===== config.mk =====
export PLATFORM = sky130hd
export DESIGN_NAME = vic_top
export DESIGN_NICKNAME = d
export VERILOG_FILES = /design/src/design/vic_pkg.sv /design/src/design/raster_if.sv /design/src/design/vic_cfg_if.sv /design/src/design/raster_timing.sv /design/src/design/vic_regs.sv /design/src/design/vic_top.sv /design/src/design/video_out.sv
export VERILOG_INCLUDE_DIRS = /design/src /design/src/include
export SDC_FILE = /design/constraint.sdc
export NUM_CORES = 1
export LEC_CHECK = 0
export BUFFER_PORTS_ARGS = -buffer_cell sky130_fd_sc_hd__buf_2
export CORE_UTILIZATION = 55
export DETAILED_ROUTE_END_ITERATION = 10
export PLACE_DENSITY_LB_ADDON = 0.1
export SLEW_MARGIN = 20
export SYNTH_ARGS = -nofsm -noshare
export SYNTH_HDL_FRONTEND = slang
export SYNTH_SLANG_ARGS = --single-unit

===== constraint.sdc =====
create_clock -name dot_clk -period 3.25 [get_ports dot_clk]
set_clock_uncertainty 0.2 [all_clocks]
set_input_delay 0.1625 -clock dot_clk [delete_from_list [all_inputs] [get_ports dot_clk]]
set_output_delay 0.1625 -clock dot_clk [all_outputs]
set_load 0.01 [all_outputs]

===== src/include/vic_defines.svh =====
// Raster geometry, decode positions and bus widths; included by the package, RTL and testbench
`ifndef VIC_DEFINES_SVH
`define VIC_DEFINES_SVH

// PAL raster size
`define VIC_DOTS_PER_LINE   504   // Dot counter wraps after 503
`define VIC_LINES_PER_FRAME 312   // Line counter wraps after 311

// Widths
`define VIC_POS_W   9             // Dot and line counters
`define VIC_ADDR_W  6             // CPU register address
`define VIC_DATA_W  8             // CPU register data
`define VIC_COLOR_W 4             // Colour index

// Decodes are active from SET up to CLR minus 1
`define VIC_HSYNC_SET  400
`define VIC_HSYNC_CLR  436
`define VIC_HBLANK_SET 380
`define VIC_HBLANK_CLR 480
`define VIC_VSYNC_SET  296
`define VIC_VSYNC_CLR  300
`define VIC_VBLANK_SET 292
`define VIC_VBLANK_CLR 304
`define VIC_COL40_SET  19         // 40 column window
`define VIC_COL40_CLR  339
`define VIC_COL38_SET  26         // 38 column window
`define VIC_COL38_CLR  330
`define VIC_ROW25_SET  51         // 25 row window
`define VIC_ROW25_CLR  251
`define VIC_ROW24_SET  55         // 24 row window
`define VIC_ROW24_CLR  247

`define VIC_DEN_LINE      48      // Display enable sampled on this line only
`define VIC_VIDEO_LATENCY 2       // Beam position to video pins, in clocks

`endif


===== src/design/vic_pkg.sv =====
// Shared register address enum and data types, referenced by scoped name from RTL and testbench
`include "vic_defines.svh"

package vic_pkg;

    // Register addresses kept from the full chip
    typedef enum logic [`VIC_ADDR_W-1:0] {
        CTRL1        = 6'h11,   // Raster bit 8, DEN, RSEL
        RASTER       = 6'h12,   // Compare line low byte, reads beam line
        CTRL2        = 6'h16,   // CSEL in bit 3
        IRQ_STATUS   = 6'h19,   // Write 1 to bit 0 to clear
        IRQ_ENABLE   = 6'h1A,
        BORDER_COLOR = 6'h20,
        BG0_COLOR    = 6'h21
    } reg_addr_e;

    // Colour index into the 16 entry palette
    typedef logic [`VIC_COLOR_W-1:0] color_t;

    // Beam position, dots or lines
    typedef logic [`VIC_POS_W-1:0] pos_t;

    // CPU register data
    typedef logic [`VIC_DATA_W-1:0] cpu_data_t;

endpackage


===== src/design/raster_if.sv =====
// Beam position and timing flags from raster timing to the register bank and video output
`timescale 1ns/1ps

interface raster_if;

    vic_pkg::pos_t xc;          // Dot within line
    vic_pkg::pos_t rc;          // Line within frame
    logic          line_start;  // xc is 0
    logic          hsync;
    logic          vsync;
    logic          hblank;
    logic          vblank;
    logic          window;      // Display window, den already applied

    modport source (
        output xc, rc, line_start,
        output hsync, vsync, hblank, vblank, window
    );

    modport sink (
        input xc, rc, line_start,
        input hsync, vsync, hblank, vblank, window
    );

endinterface


===== src/design/vic_cfg_if.sv =====
// Register bank settings for raster timing and video output; driven through regs, read through sink
`timescale 1ns/1ps

interface vic_cfg_if;

    logic              den;           // Display enable
    logic              rsel;          // 25 rows when set
    logic              csel;          // 40 columns when set
    vic_pkg::pos_t     raster_watch;  // Interrupt compare line
    vic_pkg::color_t   border_color;
    vic_pkg::color_t   bg_color;

    modport regs (
        output den, rsel, csel, raster_watch,
        output border_color, bg_color
    );

    modport sink (
        input den, rsel, csel, raster_watch,
        input border_color, bg_color
    );

endinterface


===== src/design/raster_timing.sv =====
// Dot and line counters with registered set/clear decodes for sync, blank and display window
`timescale 1ns/1ps
`include "vic_defines.svh"

module raster_timing (
    input  logic     dot_clk,
    input  logic     reset,
    vic_cfg_if.sink  cfg,
    raster_if.source ras
);

    localparam vic_pkg::pos_t XC_LAST  = vic_pkg::pos_t'(`VIC_DOTS_PER_LINE - 1);
    localparam vic_pkg::pos_t RC_LAST  = vic_pkg::pos_t'(`VIC_LINES_PER_FRAME - 1);
    localparam vic_pkg::pos_t DEN_LINE = vic_pkg::pos_t'(`VIC_DEN_LINE);

    vic_pkg::pos_t xc;
    vic_pkg::pos_t rc;
    logic          hsync;
    logic          vsync;
    logic          hblank;
    logic          vblank;
    logic          col40;         // Horizontal window, 40 columns
    logic          col38;         // Horizontal window, 38 columns
    logic          row25;         // Vertical window, 25 rows
    logic          row24;         // Vertical window, 24 rows
    logic          den_latched;   // DEN as seen on the sample line

    // Next value of a flag that sets at one position and clears at another
    function automatic logic decode(input logic cur, input vic_pkg::pos_t pos,
                                    input vic_pkg::pos_t set_pos,
                                    input vic_pkg::pos_t clr_pos);
        logic nxt;
        nxt = cur;
        if (pos == set_pos)
            nxt = 1'b1;
        else if (pos == clr_pos)
            nxt = 1'b0;
        return nxt;
    endfunction

    // Beam counters, advance every clock
    always_ff @(posedge dot_clk) begin
        if (reset) begin
            xc <= '0;
            rc <= '0;
        end else if (xc == XC_LAST) begin
            xc <= '0;
            rc <= (rc == RC_LAST) ? '0 : rc + 1'b1;   // PAL frame wrap
        end else begin
            xc <= xc + 1'b1;
        end
    end

    // Flags lag the counters by one clock
    always_ff @(posedge dot_clk) begin
        if (reset) begin
            hsync       <= 1'b0;
            hblank      <= 1'b0;
            col40       <= 1'b0;
            col38       <= 1'b0;
            vsync       <= 1'b0;
            vblank      <= 1'b0;
            row25       <= 1'b0;
            row24       <= 1'b0;
            den_latched <= 1'b0;
        end else begin
            // Horizontal, on dot count
            hsync  <= decode(hsync, xc, vic_pkg::pos_t'(`VIC_HSYNC_SET),
                             vic_pkg::pos_t'(`VIC_HSYNC_CLR));
            hblank <= decode(hblank, xc, vic_pkg::pos_t'(`VIC_HBLANK_SET),
                             vic_pkg::pos_t'(`VIC_HBLANK_CLR));
            col40  <= decode(col40, xc, vic_pkg::pos_t'(`VIC_COL40_SET),
                             vic_pkg::pos_t'(`VIC_COL40_CLR));
            col38  <= decode(col38, xc, vic_pkg::pos_t'(`VIC_COL38_SET),
                             vic_pkg::pos_t'(`VIC_COL38_CLR));
            // Vertical, on line count
            vsync  <= decode(vsync, rc, vic_pkg::pos_t'(`VIC_VSYNC_SET),
                             vic_pkg::pos_t'(`VIC_VSYNC_CLR));
            vblank <= decode(vblank, rc, vic_pkg::pos_t'(`VIC_VBLANK_SET),
                             vic_pkg::pos_t'(`VIC_VBLANK_CLR));
            row25  <= decode(row25, rc, vic_pkg::pos_t'(`VIC_ROW25_SET),
                             vic_pkg::pos_t'(`VIC_ROW25_CLR));
            row24  <= decode(row24, rc, vic_pkg::pos_t'(`VIC_ROW24_SET),
                             vic_pkg::pos_t'(`VIC_ROW24_CLR));
            if (rc == DEN_LINE)
                den_latched <= cfg.den;    // Held for the rest of the frame
        end
    end

    assign ras.xc         = xc;
    assign ras.rc         = rc;
    assign ras.line_start = (xc == '0);
    assign ras.hsync      = hsync;
    assign ras.vsync      = vsync;
    assign ras.hblank     = hblank;
    assign ras.vblank     = vblank;
    // Column and row size picked by CSEL and RSEL
    assign ras.window     = (cfg.csel ? col40 : col38) & (cfg.rsel ? row25 : row24) & den_latched;

endmodule


===== src/design/vic_regs.sv =====
// CPU side register bank with chip-select access and the latched raster compare interrupt
`timescale 1ns/1ps
`include "vic_defines.svh"

module vic_regs (
    input  logic               dot_clk,
    input  logic               reset,
    input  logic               cs,
    input  logic               we,
    input  vic_pkg::reg_addr_e addr,
    input  vic_pkg::cpu_data_t wdata,
    output vic_pkg::cpu_data_t rdata,
    output logic               irq,
    vic_cfg_if.regs            cfg,
    raster_if.sink             ras
);

    vic_pkg::cpu_data_t ctrl1;         // Bit 7 is compare line bit 8
    vic_pkg::cpu_data_t raster_lo;     // Compare line low byte
    logic [5:0]         ctrl2;         // Upper two bits not stored
    logic               irq_en;
    logic               irq_latch;
    vic_pkg::color_t    border_color;
    vic_pkg::color_t    bg_color;
    vic_pkg::pos_t      raster_watch;
    logic               wr_en;
    logic               rd_en;
    logic               raster_hit;

    assign wr_en        = cs & we;
    assign rd_en        = cs & ~we;
    assign raster_watch = {ctrl1[7], raster_lo};
    assign raster_hit   = ras.line_start && (ras.rc == raster_watch);  // Once per line, at dot 0

    // CPU writes; IRQ_STATUS is handled with the latch
    always_ff @(posedge dot_clk) begin
        if (reset) begin
            ctrl1        <= '0;
            raster_lo    <= '0;
            ctrl2        <= '0;
            irq_en       <= 1'b0;
            border_color <= '0;
            bg_color     <= '0;
        end else if (wr_en) begin
            case (addr)
                vic_pkg::CTRL1:        ctrl1        <= wdata;
                vic_pkg::RASTER:       raster_lo    <= wdata;
                vic_pkg::CTRL2:        ctrl2        <= wdata[5:0];
                vic_pkg::IRQ_ENABLE:   irq_en       <= wdata[0];
                vic_pkg::BORDER_COLOR: border_color <= wdata[3:0];
                vic_pkg::BG0_COLOR:    bg_color     <= wdata[3:0];
                default:               ;            // No storage behind other addresses
            endcase
        end
    end

    // Raster latch; a new compare hit wins over a same-edge clear
    always_ff @(posedge dot_clk) begin
        if (reset)
            irq_latch <= 1'b0;
        else if (raster_hit)
            irq_latch <= 1'b1;
        else if (wr_en && (addr == vic_pkg::IRQ_STATUS) && wdata[0])
            irq_latch <= 1'b0;               // Write 1 to clear
    end

    assign irq = irq_latch & irq_en;

    // Registered read, zero on any clock without a read
    always_ff @(posedge dot_clk) begin
        if (reset) begin
            rdata <= '0;
        end else if (rd_en) begin
            case (addr)
                vic_pkg::CTRL1:        rdata <= {ras.rc[`VIC_POS_W-1], ctrl1[6:0]};
                vic_pkg::RASTER:       rdata <= ras.rc[7:0];     // Live beam line
                vic_pkg::CTRL2:        rdata <= {2'b11, ctrl2};
                vic_pkg::IRQ_STATUS:   rdata <= {irq, 6'b111111, irq_latch};
                vic_pkg::IRQ_ENABLE:   rdata <= {7'b1111111, irq_en};
                vic_pkg::BORDER_COLOR: rdata <= {4'b1111, border_color};
                vic_pkg::BG0_COLOR:    rdata <= {4'b1111, bg_color};
                default:               rdata <= 8'hFF;           // Unimplemented
            endcase
        end else begin
            rdata <= '0;
        end
    end

    // Settings out to timing and video
    assign cfg.den          = ctrl1[4];
    assign cfg.rsel         = ctrl1[3];
    assign cfg.csel         = ctrl2[3];
    assign cfg.raster_watch = raster_watch;
    assign cfg.border_color = border_color;
    assign cfg.bg_color     = bg_color;

endmodule


===== src/design/vic_top.sv =====
// Top level of the raster side; plain CPU bus and video pins around regs, timing and video output
`timescale 1ns/1ps
`include "vic_defines.svh"

module vic_top (
    input  logic                   dot_clk,
    input  logic                   reset,
    input  logic                   cs,
    input  logic                   we,
    input  logic [`VIC_ADDR_W-1:0] addr,
    input  vic_pkg::cpu_data_t     wdata,
    output vic_pkg::cpu_data_t     rdata,
    output logic                   irq,
    output vic_pkg::color_t        color,
    output logic                   sync,
    output logic                   blank
);

    vic_cfg_if i_cfg ();   // Register settings
    raster_if  i_ras ();   // Beam position and flags

    vic_regs i_regs (
        .dot_clk (dot_clk),
        .reset   (reset),
        .cs      (cs),
        .we      (we),
        .addr    (vic_pkg::reg_addr_e'(addr)),
        .wdata   (wdata),
        .rdata   (rdata),
        .irq     (irq),
        .cfg     (i_cfg.regs),
        .ras     (i_ras.sink)
    );

    raster_timing i_timing (
        .dot_clk (dot_clk),
        .reset   (reset),
        .cfg     (i_cfg.sink),
        .ras     (i_ras.source)
    );

    video_out i_video (
        .dot_clk (dot_clk),
        .reset   (reset),
        .cfg     (i_cfg.sink),
        .ras     (i_ras.sink),
        .color   (color),
        .sync    (sync),
        .blank   (blank)
    );

endmodule


===== src/design/video_out.sv =====
// Final video stage; registers border or background colour, composite sync and blank
`timescale 1ns/1ps

module video_out (
    input  logic            dot_clk,
    input  logic            reset,
    vic_cfg_if.sink         cfg,
    raster_if.sink          ras,
    output vic_pkg::color_t color,
    output logic            sync,
    output logic            blank
);

    logic            any_blank;
    vic_pkg::color_t color_nxt;

    assign any_blank = ras.hblank | ras.vblank;

    // Black while blanked, background inside the window, border elsewhere
    always_comb begin
        if (any_blank)
            color_nxt = '0;
        else if (ras.window)
            color_nxt = cfg.bg_color;
        else
            color_nxt = cfg.border_color;
    end

    // One more stage after the timing flags
    always_ff @(posedge dot_clk) begin
        if (reset) begin
            color <= '0;
            sync  <= 1'b0;
            blank <= 1'b0;
        end else begin
            color <= color_nxt;
            sync  <= ras.hsync ^ ras.vsync;   // Inverted line sync during vsync
            blank <= any_blank;
        end
    end

endmodule


## Yosys cells after proc, flatten, opt, wreduce, memory -nomap -nowiden

Cells that the tools add are included.

| operators by class | value |
|---|---|
| $add $sub $neg | 2 |
| equality and inequality tests | 27 |
| muxes and demuxes | 23 |
| bitwise gates (word level) | 9 |
| reductions and logical operators | 22 |

Operators by type and width:

| operator | count |
|---|---|
| $eq 9x9->1 const B | 12 |
| $pmux 8 s7 | 1 |
| $eq 6x5->1 const B | 5 |
| $eq 9x6->1 const B | 3 |
| $mux 1 | 20 |
| $add 9x1->9 const B | 2 |
| $eq 9x5->1 const B | 2 |
| $eq 9x8->1 const B | 2 |
| $reduce_bool 2->1 | 9 |
| $eq 6x6->1 const B | 2 |
| $reduce_and 2->1 | 6 |
| $eq 9x9->1 | 1 |
| $logic_not 9->1 | 1 |
| $mux 9 | 1 |
| $reduce_or 2->1 | 3 |
| $and 1x1->1 | 5 |
| $mux 4 | 1 |
| $logic_and 1x1->1 | 3 |
| $not 1->1 | 2 |
| $or 1x1->1 | 1 |
| $xor 1x1->1 | 1 |

| word-level totals | value |
|---|---|
| register bits after elaboration | 73 |
| input port bits | 18 |
| output and inout bits | 15 |
| logic and storage cells | 105 |

## Depth between registers and ports, before layout

| depth | value |
|---|---|
| word-level depth | 5 |
| gate-level depth with buffers | 7 |
| gate-level depth less buffers | 6 |

## By module

A second synthesis with hierarchy kept.

| second synthesis, totals | value |
|---|---|
| cells, all modules | 384 |
| area, all modules | 3513.4 um^2 |

Modules (own cells, without submodules):

| module | times used | cells an instance | area an instance (um^2) | seq. area each (um^2) |
|---|---|---|---|---|
| vic_regs | 1 | 197 | 1870.5 | 800.8 |
| raster_timing | 1 | 167 | 1432.6 | 540.5 |
| video_out | 1 | 20 | 210.2 | 120.1 |

## Least setup slack after synthesis

OpenSTA, ideal clock, no wires.

| timing path | value |
|---|---|
| kind | flip-flop to flip-flop |
| start point | reg i_timing.xc[1], in the netlist i_timing.ras.xc[1] |
| end point | reg i_timing.rc[6], in the netlist i_timing.ras.rc[6] |
| setup time | 70 ps |
| arrival time | 1979 ps |
| required time | 2980 ps |
| path slack | 1001 ps |
| stages on the path, launching flop included | 7 |
| path buffers | 1 |
| clock period less this slack | 2249 ps |
| cell sequence | dfxtp_1 > ha_1 > nand3b_4 > or4_1 > clkbuf_2 > or4_1 > a21oi_1 |

| on the way | value |
|---|---|
| longest elaborated chain between the ends | 1 |

Ends and longest elaborated chain:

| what | RTL line | source |
|---|---|---|
| from (decl) | raster_timing.sv:16 | `vic_pkg::pos_t xc;` |
| from (signal assigned) | raster_timing.sv:50 | `xc <= xc + 1'b1;` |
| $eq 9x9->1 | raster_timing.sv:46 | `end else if (xc == XC_LAST) begin` |
| to (signal assigned) | raster_timing.sv:48 | `rc <= (rc == RC_LAST) ? '0 : rc + 1'b1;` |
| to (decl) | raster_timing.sv:17 | `vic_pkg::pos_t rc;` |

Every way passes these cells.
A chain may end at the register's enable or synchronous reset.

## Final worst setup path

Same ends and word-level chain as after synthesis.

==> impl.org <==
** CTS
- Clock Tree Root :: clkbuf_8
- Clock tree synthesis inserted a total of 9 buffers.
- Register clock-pin slew on the reported worst setup and hold paths :: 80 ps
- In this run, post-CTS repair resized a total of 0 instances.
- The clock passes through at most 2 buffers.
- TritonCTS built the clock tree.
- Insertion delay to the later sink of the worst-skew pair :: 340 ps
- The tree built by TritonCTS fans out to 73 sinks.
- After clock tree synthesis, the setup repair step added 0 buffers.
- Total number of H-tree levels :: 3

** Die
- The initialized floorplan defines 28 standard-cell rows.
- Die Span Y :: 82.05 um
- The core region is 6061 um^2.
- For this configuration, the core starts out at a cell density of 58.15%.
- The die covers 6732 um^2.
- I/O pin cnt :: 33
- DIE WIDTH :: 82.05 um

** Setup path
- Sort of element at the start of the critical path :: register
- Number of buffers and inverters on the critical path :: 0
- The worst setup path is captured at a register.
- Worst path slowest cell :: or4_1
- Chain of cells forming the critical path :: ha_1 -> nand3b_4 -> or4_1 -> or4_1 -> a21oi_1
- Counting cells, the worst reg-to-reg path comes to 5.
- Cell occurring most often along the worst timing path :: or4_1
- Kind of cell adding the most delay to the critical path :: simple AND/OR/NAND/NOR gates
- Data on the critical path arrives at its endpoint at 2500 ps.
- In this run the critical register-to-register path is captured at i_timing.ras.rc[6]$_SDFFE_PP0N_.
- For the worst setup path, the data required time is 3320 ps.
- FF-to-FF setup slack :: 810 ps
- The critical path is of the reg2reg type.
- In this design, the stage delay of the slowest critical-path cell is 590 ps.
- Highest net fanout along the worst path :: 6
- The startpoint identified for the worst register-to-register timing path is i_timing.ras.xc[1]$_SDFF_PP0_.

** Timing
- Upper clock frequency limit :: 410.1 MHz
- Headroom to the max-slew limit came out at 39.06%.
- Tcrit/Tclk final :: 75.02%
- Number of setup violations in the final report :: 0
- Post-layout worst setup margin :: 811.8 ps
- Final TNS setup :: 0 ps
- Setup repair after global routing left no endpoint under its margin.
- For the pin with the worst max-slew slack, the measured transition is 914.0 ps.
- Max-slew violation count :: 0
- Hold is met by 32.81 ps.
- Post-layout minimum cycle time :: 2438 ps
- Final hold viol count :: 0

** Synth
- Synth Register Bits :: 73
- Number of library cell types mapped by synthesis :: 54
- In the synthesized netlist the dominant register cell turns out to be dfxtp_1.
- The share of the Yosys chip area taken by registers is 41.46%.
- When the netlist entered floorplanning its net count stood at 414.
- Counting flops with a built-in enable in the synthesized netlist gives 0.
- Yosys warnings :: 0
- For this run, asynchronously set or reset flops after synthesis account for 0%.
- Number of instances in the synthesized netlist :: 391
- Mean area per synthesized cell :: 9.014 um^2
- In this run the cell area of the synthesized design comes to 3525 um^2.

** Worst hold path
- Along the worst hold path, the cell count comes to 3.
- In this run the most critical hold path is launched from we.
- Worst min path class :: in2reg
- The worst hold path terminates at i_regs.rdata[7]$_SDFF_PP0_.

** Global routing
- GRT Util Overall :: 23.91%
- The via count of the first global-routing pass is 2,529.
- Pin count of the biggest net entering global routing :: 51
- The number of antenna violations at the first check in global routing is 0.
- The first global-routing pass estimated 12,100 um of wire.
- Global routing finished with a remaining overflow of 0.

** Power
- Total internal power :: 1.486 mW
- For this design the static power due to leakage is 1.597 nW.
- Switching Fraction :: 21.97%
- The worst-case IR drop observed on VDD is 0.3408 mV.
- For this design the total switching power over the nets is 0.4184 mW.
- Of the total power, the clock network draws 45.7%.
- Combinational Power Share :: 6.1%
- Power per unit of standard cell area :: 476.3 nW/um^2
- Share of power burned in registers :: 48.2%

** Drt
- Summing over every cut layer, the via total after detailed routing is 2,893.
- In this run, the number of DRC markers left after iteration 0 of detailed routing was 153.
- Via-to-Cell Ratio :: 5.821
- Total wirelength of the detailed-routed design :: 7554 um
- Average wire per standard cell :: 15.20 um
- DR pass1 iterations :: 4
- Drc violations :: 0
- In this run the remaining antenna-violating nets after routing total 0.

** Placed design
- Timing analysis after detailed placement gives a worst setup slack of 850.7 ps.
- The number of placed instances, taps included, is 472.
- Count of port buffers added during placement :: 32
- Summed over all nets, the half-perimeter wirelength after detailed placement is 5254 um.
- At the end of routability-driven placement, the weighted congestion stood at 0.8804.

** Flow run
- Across the run, the number of max-cap violations was 0.

** Final layout
- After filler insertion, the fill cell instance count of the layout stands at 505.
- The library cells used most frequently in the layout, excluding fill and tap cells, are dfxtp_1, nor2_1, mux2i_1.
- Measured on the finished design, the core utilization comes to 65.96%.
- Cell Count, Final, Fillers Out :: 497
- Relative to the synthesized area, the layout overhead comes to 13.42%.
- For this run, the post-layout net count is 440.
- Of the cells placed in the final design, the portion with a size suffix greater than 1 is 15.64%.
- Leaving out fill and tap cells, the most frequent cell in the layout is dfxtp_1.
- 0 antenna diodes ended up in the layout.

** Status
- Status :: finished, final reports clean
state kept, by name, summed over array words and instances (netlist names), 4 cells and up:
register / flops
i_timing.ras.xc: 9
i_regs.cfg.border_color: 4
i_regs.raster_lo: 8
i_regs.ctrl1: 8
i_video.color: 4
i_timing.ras.rc: 9
i_regs.ctrl2: 6
i_regs.rdata: 8
i_regs.cfg.bg_color: 4
worst max-delay path by stage:
stage	from	to	slack (ps)	depth (start not counted)
6_report	i_timing.ras.xc[1]$_SDFF_PP0_	i_timing.ras.rc[6]$_SDFFE_PP0N_	810	5
2_1_floorplan	i_timing.ras.xc[1]$_SDFF_PP0_	i_timing.ras.rc[6]$_SDFFE_PP0N_	1000	6
4_1_cts	i_timing.ras.xc[1]$_SDFF_PP0_	i_timing.ras.rc[6]$_SDFFE_PP0N_	830	5
5_1_grt	i_timing.ras.xc[1]$_SDFF_PP0_	i_timing.ras.rc[6]$_SDFFE_PP0N_	710	5
3_3_place_gp	i_timing.ras.xc[1]$_SDFF_PP0_	i_timing.ras.rc[6]$_SDFFE_PP0N_	960	5
3_5_place_dp	i_timing.ras.xc[1]$_SDFF_PP0_	i_timing.ras.rc[6]$_SDFFE_PP0N_	850	5
final cells by class:
class	instances	area, um^2	area share [%]
clock buffers	11	141.4	3.537
clock inverters	5	102.6	2.567
inverters	12	45.04	1.127
multi-input cells	280	1903	47.61
flip-flops and latches	73	1461	36.56
well taps	75	93.84	2.347
repair buffers	41	250.2	6.260
what timing repair did:
| item | 4_1_cts | 5_1_grt |
|---|---|---|
| endpoints found under the setup margin | 0 | 0 |
| endpoints found under the hold margin | 31 | 0 |
| hold buffers | 9 | 0 |
power by group through the flow:
stage | Combinational [mW] | Clock [mW] | Sequential, mW
floorplan | 0.0710 | 0 | 0.938
global placement | 0.107 | 0 | 0.938
detailed placement | 0.107 | 0 | 0.939
CTS | 0.116 | 0.882 | 0.918
global route | 0.129 | 0.917 | 0.921
finish | 0.117 | 0.870 | 0.918
synth_stat cells, types with 9 or more instances:
master    count  share of area [%]
a21oi_1      12                1.7
xor2_1       10                2.5
nor2_1       63                6.7
clkbuf_1     15                1.6
xnor2_1      11                2.7
dfxtp_1      73                 41
a31oi_1       9                1.6
nand2_1      20                2.1
mux2i_1      39                 11
nand3_1      11                1.6
inv_1        12                1.3
layer usage:
layer	share of wire, %	vias up	global-route usage (%)
li1	-	1441	-
met1	48	1358	31.56
met2	46	83	37.02
met3	4.2	11	4.556
met4	1.7	0	11.93
met5	0	-	0
worst reg2reg max path, stage by stage (launching register included):
cell      delay [ps]
dfxtp_1          400
ha_1             340
nand3b_4         130
or4_1            590
or4_1            540
a21oi_1          170
stage by stage:
step	instance area (um^2)	total power, mW
6_report	3998	1.904
2_1_floorplan	3525	1.009
3_5_place_dp	3664	1.046
4_1_cts	3998	1.916
5_1_grt	3998	1.967
3_3_place_gp	3664	1.045
cells by family after synthesis:
kind of cell | count (synthesis) | share of synthesized area (%)
adders and majority gates | 5 | 1.775
DFF | 73 | 41.46
and+or+nand+nor | 158 | 24.42
AOI/OAI and AO/OA | 51 | 9.585
muxes | 45 | 12.99
buffers and inverters | 38 | 4.544
xor gates and xnor gates | 21 | 5.218
Note: power is estimated with default switching activity, not from simulation.
